<file path="src/common/mem_pkg.sv">
package mem_pkg;

    // RAM geometry, in 32-bit words.
    localparam int RAM_WORDS = 1024;
    localparam int RAM_AW    = 10;

    // Load/store width, encoded as in funct3.
    typedef enum logic [2:0] {
        SIZE_B  = 3'b000,
        SIZE_H  = 3'b001,
        SIZE_W  = 3'b010,
        SIZE_BU = 3'b100,
        SIZE_HU = 3'b101
    } access_size_e;

    // Request from the load/store unit.
    // Held stable by the core while miss is high.
    typedef struct packed {
        logic [31:0]  addr;
        logic [31:0]  wdata;
        access_size_e size;
        logic         wr;
        logic         rd;
    } cpu_req_t;

    // One-cycle pulses from the cache to the counters.
    typedef struct packed {
        logic done;       // Access completed this cycle.
        logic miss_start; // Miss sequence began.
        logic misaligned; // Completed access was misaligned.
    } cache_evt_t;

endpackage

</file>
<file path="src/dcache/riscv_dcache.sv">
module riscv_dcache (
    input  logic                       clk_in,
    input  logic                       rst_in,
    input  mem_pkg::cpu_req_t          req,
    output logic [31:0]                rdata,
    output logic                       miss,
    input  logic                       enable,
    input  logic                       flush,
    output mem_pkg::cache_evt_t        evt,
    output logic [mem_pkg::RAM_AW-1:0] mem_addr,
    output logic [31:0]                mem_wdata,
    output logic [3:0]                 mem_be,
    input  logic [31:0]                mem_rdata
);
    typedef enum logic [1:0] {
        IDLE,
        WAIT,
        WAIT2
    } state_e;

    state_e      state;
    logic        valid;
    logic [31:0] rec_addr;
    logic        active;
    logic        hit;
    logic        misaligned;
    logic [31:0] lane_data;

    assign active = req.rd | req.wr;
    assign hit    = valid && enable && (rec_addr == req.addr);
    assign miss   = active && !hit && (state != WAIT2); // RAM output is valid in WAIT2.

    assign mem_addr  = req.addr[mem_pkg::RAM_AW+1:2];
    assign lane_data = mem_rdata >> {req.addr[1:0], 3'b000}; // Selected bytes to bit 0.

    assign evt.done       = active && !miss;
    assign evt.miss_start = active && !hit && (state == IDLE);
    assign evt.misaligned = active && !miss && misaligned;

    always_ff @(posedge clk_in) begin
        if (rst_in) begin
            state <= IDLE;
            valid <= 1'b0;
        end else begin
            case (state)
                IDLE: if (active && !hit) state <= WAIT;
                WAIT: state <= WAIT2;
                default: begin
                    state <= IDLE;
                    valid <= 1'b1;
                end
            endcase
            if (flush || !enable) valid <= 1'b0; // Overrides the record set in WAIT2.
        end
    end

    always_ff @(posedge clk_in) begin
        if (state == WAIT2) rec_addr <= req.addr;
    end

    always_comb begin
        case (req.size)
            mem_pkg::SIZE_H, mem_pkg::SIZE_HU: misaligned = req.addr[0];
            mem_pkg::SIZE_W:                   misaligned = (req.addr[1:0] != 2'b00);
            default:                           misaligned = 1'b0;
        endcase
    end

    // Store lanes. Data is replicated and the byte enables pick the lanes.
    always_comb begin
        mem_wdata = 32'h0;
        mem_be    = 4'b0000;
        if (req.wr && !misaligned) begin
            case (req.size)
                mem_pkg::SIZE_B: begin
                    mem_wdata = {4{req.wdata[7:0]}};
                    mem_be    = 4'b0001 << req.addr[1:0];
                end
                mem_pkg::SIZE_H: begin
                    mem_wdata = {2{req.wdata[15:0]}};
                    mem_be    = req.addr[1] ? 4'b1100 : 4'b0011;
                end
                mem_pkg::SIZE_W: begin
                    mem_wdata = req.wdata;
                    mem_be    = 4'b1111;
                end
                default: mem_be = 4'b0000; // No unsigned stores.
            endcase
        end
    end

    // Load extraction and extension.
    always_comb begin
        rdata = 32'h0;
        if (req.rd && !misaligned) begin
            case (req.size)
                mem_pkg::SIZE_B:  rdata = {{24{lane_data[7]}}, lane_data[7:0]};
                mem_pkg::SIZE_BU: rdata = {24'h0, lane_data[7:0]};
                mem_pkg::SIZE_H:  rdata = {{16{lane_data[15]}}, lane_data[15:0]};
                mem_pkg::SIZE_HU: rdata = {16'h0, lane_data[15:0]};
                mem_pkg::SIZE_W:  rdata = mem_rdata;
                default:          rdata = 32'h0;
            endcase
        end
    end

    // Wider than a byte at an odd address, or a word off its boundary.
    a_misaligned_no_write: assert property (
        @(posedge clk_in) disable iff (rst_in)
        (req.wr && req.size != mem_pkg::SIZE_B &&
         (req.addr[0] || (req.addr[1] && req.size == mem_pkg::SIZE_W)))
        |-> (mem_be == 4'b0000)
    );

    // Miss ends after two cycles unless the core moves to another request.
    a_miss_two_cycles: assert property (
        @(posedge clk_in) disable iff (rst_in)
        miss ##1 (miss && $stable(req)) |=> (!miss || !$stable(req))
    );

endmodule

</file>
<file path="config.mk">
export PLATFORM = sky130hd
export DESIGN_NAME = riscv_dcache
export DESIGN_NICKNAME = d
export VERILOG_FILES = /design/src/common/mem_pkg.sv /design/src/dcache/riscv_dcache.sv
export SDC_FILE = /design/constraint.sdc
export NUM_CORES = 1
export LEC_CHECK = 0
export BUFFER_PORTS_ARGS = -buffer_cell sky130_fd_sc_hd__buf_2
export CAP_MARGIN = 30
export CORE_MARGIN = 4
export CORE_UTILIZATION = 47
export DETAILED_ROUTE_END_ITERATION = 6
export GPL_TIMING_DRIVEN = 0
export PLACE_DENSITY = 0.88
export SETUP_SLACK_MARGIN = 0.05
export SYNTH_ARGS = -nofsm -noshare
export SYNTH_HDL_FRONTEND = slang
export SYNTH_SLANG_ARGS = --single-unit
export TNS_END_PERCENT = 10
</file>
<file path="constraint.sdc">
create_clock -name clk_in -period 3.6 [get_ports clk_in]
set_input_delay 0 -clock clk_in [delete_from_list [all_inputs] [get_ports clk_in]]
set_output_delay 0 -clock clk_in [all_outputs]
set_load 0.01 [all_outputs]
</file>
==> metrics.yaml <==
final_cell_mix: "195 x buf_2, 72 x a21oi_1, 60 x nor2_1"
grt_max_degree: 36
synthTopCellsByArea: "edfxtp_1 33%, a21oi_1 12%, xor2_1 9.3%"
path_class: "in -> out"
coreArea_mm2: 0.00596
crit_top_cell: "buf_2"
vias_per_cell: 5.56
fp.dieW_um: 86.7
htree_levels: 2
antenna_found_initial: 0
grt_first_pass_wirelength_mm: 17.3
setup_viol: 0
ios: 187
reg2regPathDepth: 5
hold_depth: 4
place_area_mm2: 0.00394
relSlewSlack: 0.381
num_vias: 3774
start_util: 0.488
r2r_slack_ns: 1.87
chipHeight_um: 86.7
leakagePower_nw: 2.04
slowest_stage: "o32ai_1"
seq_area_mm2: 0.00102
powerDensity_mw_per_mm2: 253
drtIter0Drc: 212
first_global_vias: 3761
arrival_ns: 2.40
yosysWarnings: 0
num-fill-cells: 447
synth_flop_cell: "edfxtp_1"
min_from: "enable"
fin_crit_ns: 2.40
yosys.cell_types.count: 39
hp-class: "in -> reg"
drt-total-wl_mm: 11.4
synth_top_area_cell: "edfxtp_1"
numCtsBuffers: 5
avgRoutedWirePerCell_um: 16.8
cts_root_buffer: "clkbuf_8"
hold_end: "state[0]$_SDFFE_PP0P_"
synth-seq-area-share: 0.351
clk_pin_slew_worst_paths_ns: 0.07
cp-end-kind: "primary output"
vdd_drop_max_uv: 185
timing.hold.ws_ns: 0.137
status: "finished clean"
critical_path.max_stage_delay_ns: 0.83
cts_tree: "done"
cts_sinks: 35
synthCells: 376
drcViolationCount: 0
fin_area_mm2: 0.00437
max_cap_viol_count: 0
die-area_mm2: 0.00751
start_kind: "primary input"
port_buffers: 185
path_cells: "dlygate4sd3_1 > buf_2 > buf_6 > clkbuf_1 > o32ai_1 > a2bb2oi_1 > nor2_1 > buf_2"
fin_nets: 708
drive_gt1_frac: 0.358
drt_pre_antenna_iters: 6
multi_input_area_mm2: 0.00166
n_antenna_cell: 0
hold_viol: 0
drv_slew: 0
antenna_left: 0
fin_skew_ns: 0.00522
syn_area_mm2: 0.00291
grt_setup_unrepaired: "false"
grt_usage: 0.291
r2r-start: "rec_addr[26]$_DFFE_PN_"
hpwl_mm: 8.57
avgSynthCellArea_um2: 7.74
worst_pin_slew_ns: 0.926
clk_latency_ns: 0.29
worstPathMaxFanout: 10
yosys_register_bits: 35
async_reset_ff_frac: 0
gp_congestion: 0.880
worstReg2RegEnd: "state[0]$_SDFFE_PP0P_"
period_share: 0.667
grt_overflow: 0
cp.required_ns: 3.60
areaGrowthSynthToFinish_pct: 50.2
synth_top_area_frac: 0.330
fmax_mhz: 417
cts.path.max_buffers: 2
fin_setup_tns_ns: 0
synth_edf_count: 32
synth_nets: 481
fp-row-count: 28
final_common_cell: "buf_2"
[how the worst max path moves through the flow]
stage,endpoint,cells past startpoint,from
final,rdata[4],8,req[38]
after global placement,rec_addr[14]$_DFFE_PN_,1,state[1]$_SDFFE_PP0P_
after global routing,rdata[3],8,req[38]
after CTS,rdata[4],8,req[38]
after detailed placement,rdata[4],7,req[38]
after floorplan,rec_addr[0]$_DFFE_PN_,1,state[1]$_SDFFE_PP0P_
[registers in the layout, summed over array words and instances, names as in the netlist]
| signal | flops |
|---|---|
| rec_addr | 32 |
| state | 2 |
| valid | 1 |
[kinds of logic after synthesis]
| group | share of synthesized area |
|---|---|
| AOI/OAI and AO/OA | 0.225 |
| xor gates and xnor gates | 0.0994 |
| muxes | 0.0194 |
| buffers and inverters | 0.0804 |
| and+or+nand+nor | 0.225 |
| DFF | 0.351 |
[repair_timing]
item                                    4_1_cts  5_1_grt
setup buffers                                 0        0
hold buffers                                 35        0
endpoints found under the setup margin        0        0
resized for setup                             0        0
endpoints found under the hold margin        35        0
[metrics by stage]
| stage | utilization | power [mW] | std cells | worst slack, ns |
|---|---|---|---|---|
| floorplan | - | 0.659 | 376 | 1.26 |
| global placement | 0.660 | 0.797 | 636 | 0.800 |
| detailed placement | 0.661 | 0.808 | 636 | 1.82 |
| CTS | 0.734 | 1.10 | 679 | 1.25 |
| global route | 0.734 | 1.17 | 679 | 1.06 |
| finish | 0.734 | 1.11 | 679 | 1.20 |
[report_power, final]
part	internal (mW)	switching (mW)
Sequential	0.461	0.00805
Clock	0.131	0.139
Combinational	0.168	0.200
Total	0.761	0.347
[area by class of cell]
type                       count  area share
buffer                        40      0.0475
clock buffer                   5      0.0157
clock inverter                 3     0.00344
inverter                       7     0.00601
multi-input combinational    294       0.380
sequential                    35       0.234
tap                           75      0.0215
timing repair buffer         220       0.292
[cell usage after synthesis (2+ instances only)]
| library cell | n |
|---|---|
| or2_1 | 2 |
| a22oi_1 | 14 |
| nand2b_1 | 2 |
| xor2_1 | 31 |
| buf_1 | 7 |
| a2bb2oi_1 | 8 |
| buf_2 | 10 |
| nor4_1 | 7 |
| nand2_1 | 33 |
| buf_4 | 10 |
| nor2_1 | 60 |
| nand4_1 | 2 |
| nor3_1 | 5 |
| inv_1 | 7 |
| dfxtp_1 | 3 |
| a21oi_1 | 72 |
| xnor2_1 | 2 |
| or3_1 | 2 |
| clkbuf_1 | 12 |
| nor2b_1 | 13 |
| and2_1 | 8 |
| edfxtp_1 | 32 |
| mux2i_1 | 3 |
| nor3b_1 | 2 |
| o21ai_0 | 15 |
[metal layers]
layer  vias to the layer above  track usage  wire (um)
met3                        41       0.0627       1100
met4                         0        0.127        410
met2                       241        0.533       5830
met1                      1732        0.322       4030
li1                       1760            -          -
met5                         -            0          0
[critical path, delay by kind of cell]
family / cells / cell delay (ns)
AO/OA/AOI/OAI: 2 / 1.08
buffers and inverters: 5 / 1.20
AND/OR/NAND/NOR: 1 / 0.13
No activity file was read; power rests on OpenSTA's default activity.
