===== src/common/mem_pkg.sv =====
package mem_pkg;

    // RAM geometry, in 32-bit words.
    localparam int RAM_WORDS = 1024;
    localparam int RAM_AW    = 10;

    // Load/store width, encoded as in funct3.
    typedef enum logic [2:0] {
        SIZE_B  = 3'b000,
        SIZE_H  = 3'b001,
        SIZE_W  = 3'b010,
        SIZE_BU = 3'b100,
        SIZE_HU = 3'b101
    } access_size_e;

    // Request from the load/store unit.
    // Held stable by the core while miss is high.
    typedef struct packed {
        logic [31:0]  addr;
        logic [31:0]  wdata;
        access_size_e size;
        logic         wr;
        logic         rd;
    } cpu_req_t;

    // One-cycle pulses from the cache to the counters.
    typedef struct packed {
        logic done;       // Access completed this cycle.
        logic miss_start; // Miss sequence began.
        logic misaligned; // Completed access was misaligned.
    } cache_evt_t;

endpackage


===== src/common/csr_pkg.sv =====
package csr_pkg;

    localparam logic [1:0] RESP_OKAY   = 2'b00;
    localparam logic [1:0] RESP_SLVERR = 2'b10;

    // Register byte offsets.
    localparam logic [3:0] REG_CTRL       = 4'h0;
    localparam logic [3:0] REG_ACCESSES   = 4'h4;
    localparam logic [3:0] REG_MISSES     = 4'h8;
    localparam logic [3:0] REG_MISALIGNED = 4'hC;

    // Control register bits.
    localparam int CTRL_ENABLE_BIT = 0;
    localparam int CTRL_FLUSH_BIT  = 1;

    typedef struct packed {
        logic [3:0]  awaddr;
        logic        awvalid;
        logic [31:0] wdata;
        logic [3:0]  wstrb;
        logic        wvalid;
        logic        bready;
        logic [3:0]  araddr;
        logic        arvalid;
        logic        rready;
    } axil_req_t;

    typedef struct packed {
        logic        awready;
        logic        wready;
        logic        bvalid;
        logic [1:0]  bresp;
        logic        arready;
        logic        rvalid;
        logic [31:0] rdata;
        logic [1:0]  rresp;
    } axil_rsp_t;

endpackage


===== src/verilog/dmem_csr.sv =====
module dmem_csr (
    input  logic                clk_in,
    input  logic                rst_in,
    input  csr_pkg::axil_req_t  axil_req,
    output csr_pkg::axil_rsp_t  axil_rsp,
    input  mem_pkg::cache_evt_t evt,
    output logic                enable,
    output logic                flush
);
    logic        wr_ready;
    logic        bvalid;
    logic [1:0]  bresp;
    logic        ar_ready;
    logic        rvalid;
    logic [31:0] rdata;
    logic [1:0]  rresp;
    logic        wr_hs;
    logic        rd_hs;
    logic        wr_err;
    logic        clr_acc;
    logic        clr_miss;
    logic        clr_mis;
    logic [31:0] rd_word;
    logic        rd_err;
    logic [31:0] cnt_acc;
    logic [31:0] cnt_miss;
    logic [31:0] cnt_mis;

    assign wr_hs = wr_ready && axil_req.awvalid && axil_req.wvalid;
    assign rd_hs = ar_ready && axil_req.arvalid;

    always_comb begin
        clr_acc  = wr_hs && (axil_req.awaddr == csr_pkg::REG_ACCESSES);
        clr_miss = wr_hs && (axil_req.awaddr == csr_pkg::REG_MISSES);
        clr_mis  = wr_hs && (axil_req.awaddr == csr_pkg::REG_MISALIGNED);
        wr_err   = !(axil_req.awaddr inside {csr_pkg::REG_CTRL, csr_pkg::REG_ACCESSES,
                                             csr_pkg::REG_MISSES, csr_pkg::REG_MISALIGNED});
    end

    always_comb begin
        rd_err = 1'b0;
        case (axil_req.araddr)
            csr_pkg::REG_CTRL:       rd_word = {31'h0, enable}; // Flush reads as zero.
            csr_pkg::REG_ACCESSES:   rd_word = cnt_acc;
            csr_pkg::REG_MISSES:     rd_word = cnt_miss;
            csr_pkg::REG_MISALIGNED: rd_word = cnt_mis;
            default: begin
                rd_word = 32'h0;
                rd_err  = 1'b1;
            end
        endcase
    end

    always_ff @(posedge clk_in) begin
        if (rst_in) begin
            wr_ready <= 1'b0;
            bvalid   <= 1'b0;
            bresp    <= csr_pkg::RESP_OKAY;
            ar_ready <= 1'b0;
            rvalid   <= 1'b0;
            rresp    <= csr_pkg::RESP_OKAY;
            rdata    <= 32'h0;
            enable   <= 1'b1;
            flush    <= 1'b0;
        end else begin
            flush <= 1'b0;
            if (wr_hs) begin
                wr_ready <= 1'b0;
                bvalid   <= 1'b1;
                bresp    <= wr_err ? csr_pkg::RESP_SLVERR : csr_pkg::RESP_OKAY;
                if (axil_req.awaddr == csr_pkg::REG_CTRL && axil_req.wstrb[0]) begin
                    enable <= axil_req.wdata[csr_pkg::CTRL_ENABLE_BIT];
                    flush  <= axil_req.wdata[csr_pkg::CTRL_FLUSH_BIT]; // One-cycle pulse.
                end
            end else if (axil_req.awvalid && axil_req.wvalid && !wr_ready && !bvalid) begin
                wr_ready <= 1'b1;
            end
            if (bvalid && axil_req.bready) bvalid <= 1'b0;

            if (rd_hs) begin
                ar_ready <= 1'b0;
                rvalid   <= 1'b1;
                rdata    <= rd_word;
                rresp    <= rd_err ? csr_pkg::RESP_SLVERR : csr_pkg::RESP_OKAY;
            end else if (axil_req.arvalid && !ar_ready && !rvalid) begin
                ar_ready <= 1'b1;
            end
            if (rvalid && axil_req.rready) rvalid <= 1'b0;
        end
    end

    // Event counters. A clear beats a same-cycle increment.
    always_ff @(posedge clk_in) begin
        if (rst_in) begin
            cnt_acc  <= 32'h0;
            cnt_miss <= 32'h0;
            cnt_mis  <= 32'h0;
        end else begin
            if (clr_acc) cnt_acc <= 32'h0;
            else if (evt.done) cnt_acc <= cnt_acc + 32'd1;
            if (clr_miss) cnt_miss <= 32'h0;
            else if (evt.miss_start) cnt_miss <= cnt_miss + 32'd1;
            if (clr_mis) cnt_mis <= 32'h0;
            else if (evt.misaligned) cnt_mis <= cnt_mis + 32'd1;
        end
    end

    always_comb begin
        axil_rsp.awready = wr_ready;
        axil_rsp.wready  = wr_ready;
        axil_rsp.bvalid  = bvalid;
        axil_rsp.bresp   = bresp;
        axil_rsp.arready = ar_ready;
        axil_rsp.rvalid  = rvalid;
        axil_rsp.rdata   = rdata;
        axil_rsp.rresp   = rresp;
    end

    // A pending response keeps its payload until accepted.
    a_bresp_held: assert property (
        @(posedge clk_in) disable iff (rst_in)
        (bvalid && !axil_req.bready) |=> (bvalid && $stable(bresp))
    );

    a_rresp_held: assert property (
        @(posedge clk_in) disable iff (rst_in)
        (rvalid && !axil_req.rready) |=> (rvalid && $stable(rdata) && $stable(rresp))
    );

endmodule


===== config.mk =====
export PLATFORM = sky130hd
export DESIGN_NAME = dmem_csr
export DESIGN_NICKNAME = d
export VERILOG_FILES = /design/src/common/mem_pkg.sv /design/src/common/csr_pkg.sv /design/src/verilog/dmem_csr.sv
export SDC_FILE = /design/constraint.sdc
export NUM_CORES = 1
export LEC_CHECK = 0
export BUFFER_PORTS_ARGS = -buffer_cell sky130_fd_sc_hd__buf_2
export CORE_UTILIZATION = 30
export CTS_CLUSTER_SIZE = 25
export DETAILED_ROUTE_END_ITERATION = 10
export SLEW_MARGIN = 0
export SYNTH_ARGS = -nofsm -noshare
export SYNTH_HDL_FRONTEND = slang
export SYNTH_SLANG_ARGS = --single-unit

===== constraint.sdc =====
create_clock -name clk_in -period 1.75 [get_ports clk_in]
set_clock_uncertainty 0.15 [all_clocks]
set_input_delay 0.0875 -clock clk_in [delete_from_list [all_inputs] [get_ports clk_in]]
set_output_delay 0.0875 -clock clk_in [all_outputs]
set_load 0.01 [all_outputs]

==> results of run 1 <==
## Yosys cell counts, drive strengths merged
cell and n:
a211oi 1, a21oi 12, a22oi 32, a31o 3
and2 5, and3 14, and4 10, buf 12
clkbuf 29, conb 1, dfxtp 136, ha 3
inv 15, mux2 31, mux2i 5, mux4 1
nand2 66, nand2b 2, nand3 33, nand4 38
nor2 104, nor2b 1, nor3 20, nor3b 2
nor4 13, o21ai 40, o31ai 2, or2 1
or3 6, or4 4, xnor2 36, xor2 48
## power groups by stage
| stage | logic [mW] | registers, mW | clock network (mW) |
|---|---|---|---|
| finish | 0.366 | 3.14 | 3.99 |
| global route | 0.404 | 3.14 | 4.20 |
| CTS | 0.360 | 3.13 | 4.07 |
| detailed placement | 0.319 | 3.20 | 0 |
| global placement | 0.316 | 3.20 | 0 |
| floorplan | 0.179 | 3.21 | 0 |
## cell usage in the layout, fill, tap and decap left out, drive strengths merged
cell type,n
a21oi,12
ha,3
buf,173
nand3,33
bufinv,4
xnor2,36
mux4,1
nor2b,1
nand2,66
nor3b,2
clkbuf,18
or2,1
xor2,48
diode,1
nor3,20
conb,2
mux2i,5
nand4,38
clkinvlp,3
a22oi,32
and4,10
a211oi,1
o21ai,40
dlygate4sd3,22
nand2b,2
nor4,13
or4,5
nor2,104
o31ai,2
inv,22
mux2,31
and3,14
and2,5
dfxtp,136
or3,6
a31o,3
## worst max path at each step
stage | cells past startpoint | end | slack, ns
6_report | 4 | cnt_mis[23] | -0.08
5_1_grt | 6 | cnt_mis[24] | -0.16
4_1_cts | 5 | cnt_mis[23] | -0.1
3_5_place_dp | 5 | cnt_mis[30] | -0.11
3_3_place_gp | 5 | cnt_mis[30] | -0.09
2_1_floorplan | 5 | cnt_mis[23] | -0.06
## stage by stage
stage / setup TNS, ns / worst slack (ns) / hold WS, ns
floorplan: -0.438 / -0.0575 / 0.0668
global placement: -0.632 / -0.0851 / 0.160
detailed placement: -0.965 / -0.108 / 0.161
CTS: -0.503 / -0.0975 / 0.00953
global route: -1.82 / -0.158 / 0.0597
finish: -0.283 / -0.0838 / 0.0190
## state kept, by name (all words and copies together) (netlist names)
register  flops
cnt_miss     32
enable        1
cnt_mis      32
flush         1
rvalid        1
ar_ready      1
wr_ready      1
cnt_acc      32
bresp         1
rresp         1
bvalid        1
rdata        32
## timing repair
item,CTS,global route
pin swaps,11,17
endpoints found under the setup margin,22,50
hold endpoints to repair,18,0
gates cloned,0,1
gates resized for setup,21,53
hold buffers,22,0
setup buffers,2,2
## logic make-up after synthesis
kind of cell	after synthesis	synth area share, %
compound gates	90	8.73
simple gates	319	25.0
flops	136	43.3
other cells	1	0.0596
mux	37	6.71
fa+ha+maj	3	0.597
xor+xnor	84	11.7
buf+inv	56	3.90
## layout make-up
type / instances / area, um^2 / share of cell area (%)
Antenna cell: 1 / 2.50 / 0.0281
Clock buffer: 18 / 439 / 4.94
Clock inverter: 14 / 209 / 2.35
Inverter: 15 / 56.3 / 0.633
Multi-Input combinational cell: 536 / 3650 / 41.1
Sequential cell: 136 / 2760 / 31.0
Tap cell: 270 / 338 / 3.80
Timing Repair Buffer: 195 / 1440 / 16.2
## per-layer routing
metal  global-route usage (%)  wire length, um  share of wire, %  vias to the layer above
li1                         -                -                 -                     2893
met1                     20.6             7800                45                     2761
met2                     27.7             8530                49                       88
met3                     3.23              628               3.6                       18
met4                     6.82              287               1.7                        0
met5                        0                0                 0                        -
## critical path: cells and delay by family, from the launching register on
kind | cells | cell delay, ns
flip-flops | 1 | 0.36
AO/OA/AOI/OAI | 1 | 0.14
AND/OR/NAND/NOR | 3 | 1.10
==> summary.txt, run 1 <==
Status
  – Status: complete, but fails checks
  – Failing checks: negative setup slack

Clock network
  – CTS Buf Count: 17
  – Insertion delay to the later sink of the worst-skew pair: 0.43 ns
  – CTS sink cnt: 136
  – H-tree levels: 4
  – Worst-path clk slew: 0.06 ns
  – CTS tree: done
  – CTS Buffer Depth: 2
  – Clock Root Buffer: clkbuf_16

Critical path
  – Slowest CP cell: or4_4
  – Worst path arrival time: 2.04 ns
  – Cells along the critical path: nand3_1 -> or4_4 -> or3_1 -> a21oi_1
  – Critical Path RT: 1.96 ns
  – FF-to-FF Start: cnt_mis[2]
  – Worst Setup Start Kind: register
  – CP Class: reg -> reg
  – Crit path largest cell delay: 0.63 ns
  – Crit path capture type: register
  – R2R Setup Slk: -0.08 ns
  – Crit-path max FO: 5
  – Worst Setup SP: cnt_mis[2]
  – R2R Path End: cnt_mis[23]
  – R2r worst-path depth: 4

Cells and area
  – Layout Nets: 958
  – Final Util: 43.7%
  – Share of cells above drive strength 1: 33.6%
  – Area Overhead vs Synth: 41.5%
  – Fill cells: 1,969
  – Cell Count, Final, Fillers Out: 1,185
  – Final Cell Area: 0.00890 mm^2

Drt
  – DRT Pass-1 Iters: 5
  – DR WL/cell: 14.6 um
  – Final wirelength: 17,300 um
  – DR iter-0 viols: 298
  – Via Count: 5,760
  – Via-to-Cell Ratio: 4.86
  – DRT antenna net count: 0
  – DRC violations left: 0

Power
  – P_int: 5.75 mW
  – Pwr dens: 843 mW/mm^2
  – Net Sw Frac: 23.4%
  – Switch Pwr: 1.75 mW
  – Clk pwr share: 53.3%
  – Leak pwr: 3.60 nW
  – Worst VDD drop: 0.000691 V
  – Sequential share of power: 41.9%
  – Overall power: 7.50 mW
  – Logic pwr share: 4.9%

GRT
  – Total congestion overflow: 0
  – Tot GR Track Use: 16.5%
  – Largest net degree at the start of global routing: 33
  – Vias in the first global route: 5,517
  – Antenna violations before repair: 1
  – First-pass GRT wire length: 27,800 um

Timing
  – Final setup viols: 8
  – Hold Fails Final Rpt: 0
  – Slew Limit Fails: 0
  – RSZ-0062 raised after global routing: true
  – Fmax: 545 MHz
  – Crit share post-route: 105%
  – Setup WS post-layout: -0.0838 ns
  – Tmin final: 1.83 ns

Die
  – Site Rows: 52
  – Die area: 0.0215 mm^2
  – Die Wd: 147 um
  – Core box area: 0.0204 mm^2
  – I/O Pins: 97
  – Die extent in y: 147 um
  – Starting Density: 30.9%

Logic synthesis
  – Synth top area share: 43.3%
  – YS warnings: 0
  – Cell variety after synth: 37
  – Leading post-synthesis cells by cell area: dfxtp_1 (43%), xor2_1 (6.7%), nor2_1 (6.1%)
  – Seq cells post-synth: 136
  – Synthesized area per cell: 8.66 um^2
  – Sequential fraction of the synthesis area: 43.3%
  – Synthesized area: 0.00629 mm^2
  – Largest area contributor in the netlist: dfxtp_1
  – Mapped Cells: 726

Worst hold path
  – Hold Crit Class: in -> reg
  – Hold path start: axil_req[4]
  – Hold EP: rdata[29]
  – Hold Crit Depth: 3

Placed design
  – Dpl hpwl: 12,000 um
  – RD Place Congestion: 0.814
  – IO buf count: 61
  – Placed insts: 1,127
  – DP Area: 0.00768 mm^2

Job
  – Maxcap violations: 0
(Power assumes the default switching activity.)
==> run 2: changes to the inputs <==
- HOLD_SLACK_MARGIN: default -> 0.05
==> run 2 against run 1 <==
Compared with the run above: the run still ends with negative setup slack left; worst hold slack improved by 0.090 ns; power is essentially flat; count of clock-buffer cells in the layout did not move; wire length is essentially flat; via count rose by 0.63%; combinational power hardly changed; sequential power about the same; design area is essentially flat; critical path type unchanged.
==> summary.txt, run 2 (same netlist as run 1, synthesis figures left out) <==
Status
  – Status: complete, but fails checks
  – Failing checks: negative setup slack

Timing
  – Crit share post-route: 105%
  – Slew Limit Fails: 0
  – Tmin final: 1.83 ns
  – Setup WS post-layout: -0.0794 ns
  – WHS: 0.109 ns
  – Hold Fails Final Rpt: 0
  – Fmax: 547 MHz
  – Final TNS setup: -0.278 ns
  – RSZ-0062 raised after global routing: true
  – Final setup viols: 8

GRT
  – Largest net degree at the start of global routing: 33
  – Antenna violations before repair: 0
  – Vias in the first global route: 5,537
  – Total congestion overflow: 0
  – Tot GR Track Use: 16.5%
  – First-pass GRT wire length: 27,800 um

Job
  – Maxcap violations: 0

Power
  – Leak pwr: 3.61 nW
  – Logic pwr share: 4.9%
  – Switch Pwr: 1.74 mW
  – Net Sw Frac: 23.3%
  – P_int: 5.75 mW
  – Sequential share of power: 41.9%
  – Clk pwr share: 53.2%
  – Pwr dens: 842 mW/mm^2
  – Worst VDD drop: 0.000688 V

Critical path
  – Crit path capture type: register
  – FF-to-FF Start: cnt_mis[2]
  – CP Class: reg -> reg
  – R2r worst-path depth: 4
  – Crit-path max FO: 5
  – Critical Path Stages: 4
  – Critical Path RT: 1.96 ns
  – Buffers plus inverters on the worst setup path: 0
  – Worst Setup Start Kind: register
  – CP delay by family, top: simple AND/OR/NAND/NOR gates
  – Setup crit end: cnt_mis[23]
  – Worst Setup SP: cnt_mis[2]
  – Cells along the critical path: nand3_1 -> or4_4 -> or3_1 -> a21oi_1
  – Crit path largest cell delay: 0.64 ns
  – Worst path arrival time: 2.04 ns
  – R2R Path End: cnt_mis[23]
  – Slowest CP cell: or4_4
  – R2R Setup Slk: -0.08 ns

Cells and area
  – Fill cells: 1,968
  – Register area: 0.00276 mm^2
  – Most frequent cells in the layout: dfxtp_1 (118), buf_4 (105), nor2_1 (101)
  – Diode count: 0
  – Final Util: 43.7%
  – Multi-input gate area: 0.00365 mm^2
  – Area Overhead vs Synth: 41.6%
  – Final Cell Area: 0.00890 mm^2
  – Share of cells above drive strength 1: 33.6%
  – Most common cell after layout, fill and taps aside: dfxtp_1
  – Layout Nets: 959

Clock network
  – CTS sink cnt: 136
  – Clock Root Buffer: clkbuf_16
  – Insertion delay to the later sink of the worst-skew pair: 0.43 ns
  – CTS tree: done
  – H-tree levels: 4
  – CTS Buf Count: 17
  – Worst-path clk slew: 0.06 ns
  – CTS Buffer Depth: 2

Drt
  – Via Count: 5,796
  – DR WL/cell: 14.6 um
  – Final wirelength: 17,300 um
  – DR iter-0 viols: 295
  – Met3 Wirelength: 642 um
  – Via-to-Cell Ratio: 4.89
  – DRC violations left: 0
  – Met2 wire len: 8470 um
  – Metal-1 WL: 7810 um
  – Top Layer Used: met4
  – DRT antenna net count: 0
  – DRT Pass-1 Iters: 4

Die
  – Die Wd: 147 um
  – Site Rows: 52
  – I/O Pins: 97
  – Core box area: 0.0204 mm^2
  – Die area: 0.0215 mm^2
  – Die extent in y: 147 um
  – Starting Density: 30.9%

Placed design
  – RD Place Congestion: 0.814
  – IO buf count: 61
  – DP Area: 0.00768 mm^2
  – Dpl hpwl: 12,000 um

Worst hold path
  – Hold Crit Class: in -> reg
-- run 2: how the worst min path moves through the flow --
stage | from | slack (ns) | depth (start not counted) | to
2_1_floorplan | axil_req[12] | 0.07 | 2 | enable
3_3_place_gp | axil_req[12] | 0.16 | 3 | enable
3_5_place_dp | axil_req[12] | 0.16 | 3 | enable
4_1_cts | axil_req[44] | 0.09 | 5 | bresp[1]
5_1_grt | axil_req[44] | 0.16 | 5 | bresp[1]
6_report | axil_req[44] | 0.11 | 5 | bresp[1]
-- run 2: worst min-delay path: stages --
cell      delay [ns]
buf_2           0.09
nand3_1         0.10
nor3_1          0.16
buf_4           0.16
a211oi_1        0.05
-- run 2: layout make-up --
cell class	count	area share, %
multi-input cells	536	41.0
flip-flops and latches	136	30.9
repair buffers	196	16.3
clock buffers	18	4.93
well taps	270	3.79
clock inverters	14	2.35
inverters	15	0.632
-- run 2: per-stage QoR --
step	cells	setup WS, ns	power (mW)
floorplan	727	-0.0575	3.39
global placement	1127	-0.0851	3.52
detailed placement	1127	-0.108	3.52
CTS	1184	-0.0975	7.56
global route	1185	-0.158	7.75
finish	1185	-0.0794	7.49
-- run 2: routing by layer --
layer | GRT usage, % | vias up
met3 | 3.23 | 23
met2 | 27.8 | 94
met5 | 0 | -
li1 | - | 2892
met4 | 6.72 | 0
met1 | 20.5 | 2787
-- run 2: repair_timing --
item                                    in CTS  in global routing
hold buffers                                23                  0
gates cloned                                 0                  1
resized for setup                           21                 53
hold endpoints to repair                    33                  0
endpoints found under the setup margin      22                 50
pin swaps                                   11                 17
buffers inserted                             2                  2
-- run 2: power by group through the flow --
stage | registers (mW) | clock network (mW) | logic [mW]
2_1_floorplan | 3.21 | 0 | 0.179
3_3_place_gp | 3.20 | 0 | 0.316
3_5_place_dp | 3.20 | 0 | 0.319
4_1_cts | 3.13 | 4.07 | 0.362
5_1_grt | 3.14 | 4.20 | 0.406
6_report | 3.14 | 3.99 | 0.369
